[src/hw/axis_pkg.sv]
//##########################################################
// stream widths and packing factors for the 24-bit to 32-bit
// width converter, imported by the RTL and the checker
//##########################################################

package axis_pkg;

  // greatest common divisor, evaluated at elaboration
  function automatic int gcd(input int a, input int b);
    int x;
    int y;
    int t;
    x = a;
    y = b;
    while (y != 0) begin
      t = x % y;
      x = y;
      y = t;
    end
    return x;
  endfunction

  // narrow input and output beats
  localparam int in_width = 24;
  localparam int out_width = 32;

  // common subword, 8 bits for 24 and 32
  localparam int sub_width = gcd(in_width, out_width);

  // 4 input beats fill the wide word, 3 output beats drain it
  localparam int comb_up = out_width / sub_width;
  localparam int comb_down = in_width / sub_width;
  localparam int mid_width = in_width * comb_up;

endpackage

[src/hw/axis_downsizer.sv]
//##########################################################
// splits one wide stream word into down narrow beats, lowest
// bits first; last goes out on the final beat of a last word
//##########################################################

`timescale 1ns/10ps

module axis_downsizer
  import axis_pkg::*;
#(
  parameter int word_width = out_width,
  parameter int down = comb_down
) (
  input  logic                       clk,
  input  logic                       reset,
  // wide input stream
  input  logic [word_width*down-1:0] mid_data,
  input  logic                       mid_valid,
  input  logic                       mid_last,
  // narrow output side handshake
  input  logic                       out_ready,
  output logic                       mid_ready,
  // narrow output stream
  output logic [word_width-1:0]      out_data,
  output logic                       out_valid,
  output logic                       out_last
);

  // the word being drained, slice 0 goes out first
  logic [down-1:0][word_width-1:0] hold_word;

  // index of the slice on the output
  logic [$clog2(down+1)-1:0] beat;

  logic word_last;
  logic full;

  logic out_fire;
  logic final_beat;
  logic mid_fire;

  assign out_valid = full;
  assign out_data = hold_word[beat];

  // only the closing slice of a packet's final word carries last
  assign out_last = full && word_last && (beat == down - 1);

  assign out_fire = full && out_ready;
  assign final_beat = out_fire && (beat == down - 1);

  // take a new word when empty, or as the last slice leaves
  // so that a steady stream has no gap between words
  assign mid_ready = !full || final_beat;
  assign mid_fire = mid_valid && mid_ready;

  // control state
  always_ff @(posedge clk) begin
    if (reset) begin
      full <= 1'b0;
      beat <= '0;
      word_last <= 1'b0;
    end else begin
      if (mid_fire) begin
        full <= 1'b1;
        beat <= '0;
        word_last <= mid_last;
      end else if (final_beat) begin
        full <= 1'b0;
        beat <= '0;
        word_last <= 1'b0;
      end else if (out_fire) begin
        beat <= beat + 1'b1;
      end
    end
  end

  // payload register, loaded once per wide word
  always_ff @(posedge clk) begin
    if (mid_fire) begin
      hold_word <= mid_data;
    end
  end

endmodule

[src/hw/axis_upsizer.sv]
//##########################################################
// packs up narrow stream beats into one wide word, first beat
// in the low bits; a last beat flushes a zero-padded word
//##########################################################

`timescale 1ns/10ps

module axis_upsizer
  import axis_pkg::*;
#(
  parameter int word_width = in_width,
  parameter int up = comb_up
) (
  input  logic                     clk,
  input  logic                     reset,
  // narrow input stream
  input  logic [word_width-1:0]    in_data,
  input  logic                     in_valid,
  input  logic                     in_last,
  // wide output side handshake
  input  logic                     mid_ready,
  output logic                     in_ready,
  // wide output stream
  output logic [word_width*up-1:0] mid_data,
  output logic                     mid_valid,
  output logic                     mid_last
);

  // accumulator slots, slot 0 holds the oldest beat
  logic [up-1:0][word_width-1:0] acc_data;

  // accumulator contents with the current beat inserted and the tail zeroed
  logic [up-1:0][word_width-1:0] fill_word;

  // next free slot in the accumulator
  logic [$clog2(up+1)-1:0] slot;

  // accumulator holds a finished word that waits for the output register
  logic acc_full;
  logic acc_last;

  logic in_fire;
  logic out_free;
  logic word_done;
  logic direct_load;
  logic acc_move;

  // the output register can take a word when empty or when it drains this cycle
  assign out_free = !mid_valid || mid_ready;

  // stall only when a finished word is parked and the output is still busy
  assign in_ready = !acc_full || out_free;

  assign in_fire = in_valid && in_ready;

  // this beat closes the word, either by count or by packet end
  assign word_done = in_fire && ((slot == up - 1) || in_last);

  // a finished word skips the accumulator when nothing is ahead of it
  assign direct_load = word_done && out_free && !acc_full;

  // a parked word moves into the output register
  assign acc_move = acc_full && out_free;

  // slots below the count keep their beats, slots above are padding
  always_comb begin
    for (int i = 0; i < up; i++) begin
      if (i < slot) begin
        fill_word[i] = acc_data[i];
      end else if (i == slot) begin
        fill_word[i] = in_data;
      end else begin
        fill_word[i] = '0;
      end
    end
  end

  // control state
  always_ff @(posedge clk) begin
    if (reset) begin
      slot <= '0;
      acc_full <= 1'b0;
      acc_last <= 1'b0;
      mid_valid <= 1'b0;
      mid_last <= 1'b0;
    end else begin
      if (acc_move) begin
        acc_full <= 1'b0;
      end

      if (in_fire) begin
        if (word_done) begin
          slot <= '0;
          // output is taken, so the finished word parks in the accumulator
          if (!direct_load) begin
            acc_full <= 1'b1;
            acc_last <= in_last;
          end
        end else begin
          slot <= slot + 1'b1;
        end
      end

      if (out_free) begin
        if (acc_full) begin
          mid_valid <= 1'b1;
          mid_last <= acc_last;
        end else if (direct_load) begin
          mid_valid <= 1'b1;
          mid_last <= in_last;
        end else begin
          mid_valid <= 1'b0;
          mid_last <= 1'b0;
        end
      end
    end
  end

  // payload registers
  always_ff @(posedge clk) begin
    if (in_fire) begin
      if (word_done) begin
        if (!direct_load) begin
          acc_data <= fill_word;
        end
      end else begin
        acc_data[slot] <= in_data;
      end
    end

    // a parked word always leaves before a newer one
    if (out_free) begin
      if (acc_full) begin
        mid_data <= acc_data;
      end else if (direct_load) begin
        mid_data <= fill_word;
      end
    end
  end

endmodule

[src/hw/axis_width_converter.sv]
//##########################################################
// top level of the 24-bit to 32-bit stream width converter;
// an upsizer builds 96-bit words and a downsizer cuts them
//##########################################################

`timescale 1ns/10ps

module axis_width_converter
  import axis_pkg::*;
(
  input  logic                 clk,
  input  logic                 reset,
  // 24-bit input stream
  input  logic [in_width-1:0]  in_data,
  input  logic                 in_valid,
  input  logic                 in_last,
  // 32-bit output side handshake
  input  logic                 out_ready,
  output logic                 in_ready,
  // 32-bit output stream
  output logic [out_width-1:0] out_data,
  output logic                 out_valid,
  output logic                 out_last
);

  // wide stream between the two stages
  logic [mid_width-1:0] mid_data;
  logic                 mid_valid;
  logic                 mid_last;
  logic                 mid_ready;

  // four 24-bit beats per 96-bit word
  axis_upsizer #(
    .word_width(in_width),
    .up(comb_up)
  ) upsizer_i (
    .clk(clk),
    .reset(reset),
    .in_data(in_data),
    .in_valid(in_valid),
    .in_last(in_last),
    .mid_ready(mid_ready),
    .in_ready(in_ready),
    .mid_data(mid_data),
    .mid_valid(mid_valid),
    .mid_last(mid_last)
  );

  // three 32-bit beats per 96-bit word
  axis_downsizer #(
    .word_width(out_width),
    .down(comb_down)
  ) downsizer_i (
    .clk(clk),
    .reset(reset),
    .mid_data(mid_data),
    .mid_valid(mid_valid),
    .mid_last(mid_last),
    .out_ready(out_ready),
    .mid_ready(mid_ready),
    .out_data(out_data),
    .out_valid(out_valid),
    .out_last(out_last)
  );

endmodule

[config.mk]
export PLATFORM = sky130hd
export DESIGN_NAME = axis_width_converter
export DESIGN_NICKNAME = d
export VERILOG_FILES = /design/src/hw/axis_pkg.sv /design/src/hw/axis_downsizer.sv /design/src/hw/axis_upsizer.sv /design/src/hw/axis_width_converter.sv
export SDC_FILE = /design/constraint.sdc
export NUM_CORES = 1
export LEC_CHECK = 0
export ABC_AREA = 0
export CAP_MARGIN = 20
export CORE_AREA = 2 2 161 163
export CTS_BUF_LIST = sky130_fd_sc_hd__clkbuf_8 sky130_fd_sc_hd__clkbuf_16
export DETAILED_ROUTE_END_ITERATION = 10
export DIE_AREA = 0 0 163 165
export DONT_BUFFER_PORTS = 1
export SYNTH_ARGS = -nofsm -noshare
export SYNTH_HDL_FRONTEND = slang
export SYNTH_SLANG_ARGS = --single-unit
[constraint.sdc]
create_clock -name clk -period 12.67 [get_ports clk]
set_input_delay 2.534 -clock clk [delete_from_list [all_inputs] [get_ports clk]]
set_output_delay 2.534 -clock clk [all_outputs]
set_load 0.05 [all_outputs]
==> results.tsv <==
stage	metric	value	unit
status	outcome	completed	
logic_synthesis	synth_top_area_cell	edfxtp_1	
worst_setup_path	timing.critical_path.required	10.14	ns
clock_network	cts_tree	done	
worst_setup_path	path_class	in -> out	
global_route	grt_pass1_vias	6975	
global_route	antenna_found_initial	1	
placed_design	io_buffers	0	
timing	hold_viol	0	
timing	finClkSkew	0.0119	ns
logic_synthesis	ys_ff_latch	299	
worst_setup_path	cp_max_fo	6	
logic_synthesis	ys_top_cells_by_count	edfxtp_1, nand2_1, a22o_1	
hold_path	worstHoldPathType	reg -> reg	
logic_synthesis	synth_cells	850	
worst_setup_path	endpoint_kind	primary output	
placed_design	place_hpwl	16.8	mm
clock_network	cts_hold_buffers	0	
timing	finalSetupTns	0	ns
timing	max_freq	164	MHz
clock_network	htreeDepth	1	
worst_setup_path	cp_top_family	simple AND/OR/NAND/NOR gates	
cells_and_area	syn2layout_area_growth	11.7	%
clock_network	clock_latency	0.56	ns
clock_network	cts_buffers	30	
placed_design	globalplace.congestion	0.771	
worst_setup_path	path_buf_inv	0	
logic_synthesis	async_flop_share	0	%
timing	layout_min_cycle_time	6.10	ns
logic_synthesis	ys_top_cells_by_area	edfxtp_1, a22o_1, nand2_1, o21ai_0, mux2i_1	
floorplan	start_util	49.3	%
power	peakVddDrop	0.0000806	V
floorplan	die_h	165	um
worst_setup_path	cp-start-kind	input port	
floorplan	rows	58	
clock_network	cts_root_buffer	clkbuf_16	
routing	dr.pass1.iters	5	
logic_synthesis	mappedNetlistArea	12300	um^2
floorplan	fp.dieW	163	um
clock_network	clockBufferDepth	3	
worst_setup_path	cp_slowest_cell	nand3_1	
global_route	track_usage	22.0	%
logic_synthesis	ys_seq_area_share	71.8	%
run	drv_cap	0	
floorplan	coreArea	25000	um^2
global_route	grt_max_degree	60	
cells_and_area	drive_gt1_share	16.5	%
power	p_leak	4.50	nW
timing	setup_violations	0	
routing	viasPerCell	5.99	
routing	drtIter0Drc	584	
routing	vias	7073	
clock_network	post-cts-setup-buffers	0	
logic_synthesis	synth_most_common_cell	edfxtp_1	
timing	tightest_slew	1.17	ns
clock_network	clk_pin_slew	0.07	ns
floorplan	io_pins	64	
timing	post-route-period-util	48.2	%
timing	rsz0062_at_grt	false	
worst_setup_path	crit_chain	a21boi_0 -> nand3_1	
clock_network	cts_resized	0	
worst_setup_path	arrival	3.57	ns
floorplan	die_area	26900	um^2
routing	wirelength	29.0	mm
global_route	grt_pass1_wl	43.5	mm
routing	remaining_drc_errors	0	
logic_synthesis	synth_ff_type	edfxtp_1	
power	power_density	163	nW/um^2
timing	slew-limit-headroom	21.6	%
global_route	overflow	0	
logic_synthesis	synth_nets	885	
logic_synthesis	avgSynthCellArea	14.5	um^2
logic_synthesis	ys_types	43	
clock_network	cts_sinks	299	
timing	finalMaxSlewViolations	0	
worst_setup_path	max_stage_delay	0.55	ns
timing	fin_hold_ws	0.417	ns
logic_synthesis	synth-edff-count	288	
routing	wl_per_cell	24.5	um
routing	drt.antenna.violating_nets	0	
logic_synthesis	synth_top_area_share	70.1	%
cells_and_area	final_nets	861	
logic_synthesis	yosysWarningCount	0	
-- logic make-up after synthesis --
family                   after synthesis  share of synthesized area (%)
buffers and inverters                 86                           2.98
multiplexers                          56                           4.78
AND/OR/NAND/NOR                      169                           5.51
adder cells (fa/ha/maj)                7                          0.689
AO/OA/AOI/OAI                        232                           14.1
flip-flops                           299                           71.8
XOR/XNOR                               1                         0.0710
-- cells in the final DEF (no fill, tap or decap), drive strengths merged, types with 2 or more instances in the layout --
cell,n
edfxtp,288
nand2,140
a22o,120
o21ai,85
mux2i,32
clkbuf,30
mux2,24
buf,22
clkinv,14
a21oi,13
nor2,12
dfxtp,11
inv,10
bufinv,9
nand3,7
ha,6
nand3b,2
a21boi,2
and3,2
a211oi,2
nor2b,2
nor3,2
-- metrics by stage --
step                instance area [um^2]  instances  utilization, %  setup slack [ns]  power (mW)
finish                             13800       1181            55.1              6.57        2.25
global route                       13800       1180            55.0              6.47        2.32
CTS                                13800       1180            55.0              6.57        2.27
detailed placement                 12700       1124            50.5              6.56        1.28
global placement                   12600       1122            50.4              6.58        1.27
floorplan                          12300        850               -              2.05        1.26
-- worst register-to-register path, stage by stage (launching register included) --
cell	delay, ns
dfxtp_1	0.57
and3b_1	0.29
nor2_1	0.59
o21ai_0	0.47
a21oi_2	0.21
buf_4	0.44
-- registers in the layout (all words and copies together), names as in the netlist --
register               flops
downsizer_i.beat           2
downsizer_i.hold_word     96
downsizer_i.out_valid      1
downsizer_i.word_last      1
upsizer_i.acc_data        96
upsizer_i.acc_full         1
upsizer_i.acc_last         1
upsizer_i.mid_data        96
upsizer_i.mid_last         1
upsizer_i.mid_valid        1
upsizer_i.slot             3
-- per-layer routing --
layer  part of all wire (%)  vias to the layer above  track usage [%]  wire length (um)
met5                  0.045                        -                0                13
met3                    9.4                       51             5.83              2730
met1                     42                     3522             30.3             12100
li1                       -                     3187                -                 -
met2                     46                      311             34.4             13400
met4                    2.5                        2             6.80               733
-- worst paths after layout --
path	from	to	slack, ns	depth (start not counted)
hold / removal	upsizer_i.mid_data[3]	downsizer_i.hold_word[3]	0.42	0
setup reg to reg	upsizer_i.slot[2]	upsizer_i.acc_data[21]	9.72	5
hold reg to reg	upsizer_i.mid_data[3]	downsizer_i.hold_word[3]	0.42	0
setup / recovery	out_ready	in_ready	6.57	2
-- power breakdown --
part           switching (mW)  internal, mW  leakage (nW)  total (mW)
Sequential             0.0137          1.12          2.80        1.14
Combinational          0.0858        0.0333          1.14       0.119
Clock                   0.377         0.617         0.558       0.994
-- layout make-up --
type	instances	area [um^2]
sequential	299	8870
timing repair buffer	22	176
inverter	8	30.0
tap	330	413
antenna	1	2.50
multi-input combinational	465	3170
clock buffer	30	751
fill	2004	11300
clock inverter	26	375
Power figures use the tool's default switching activity.
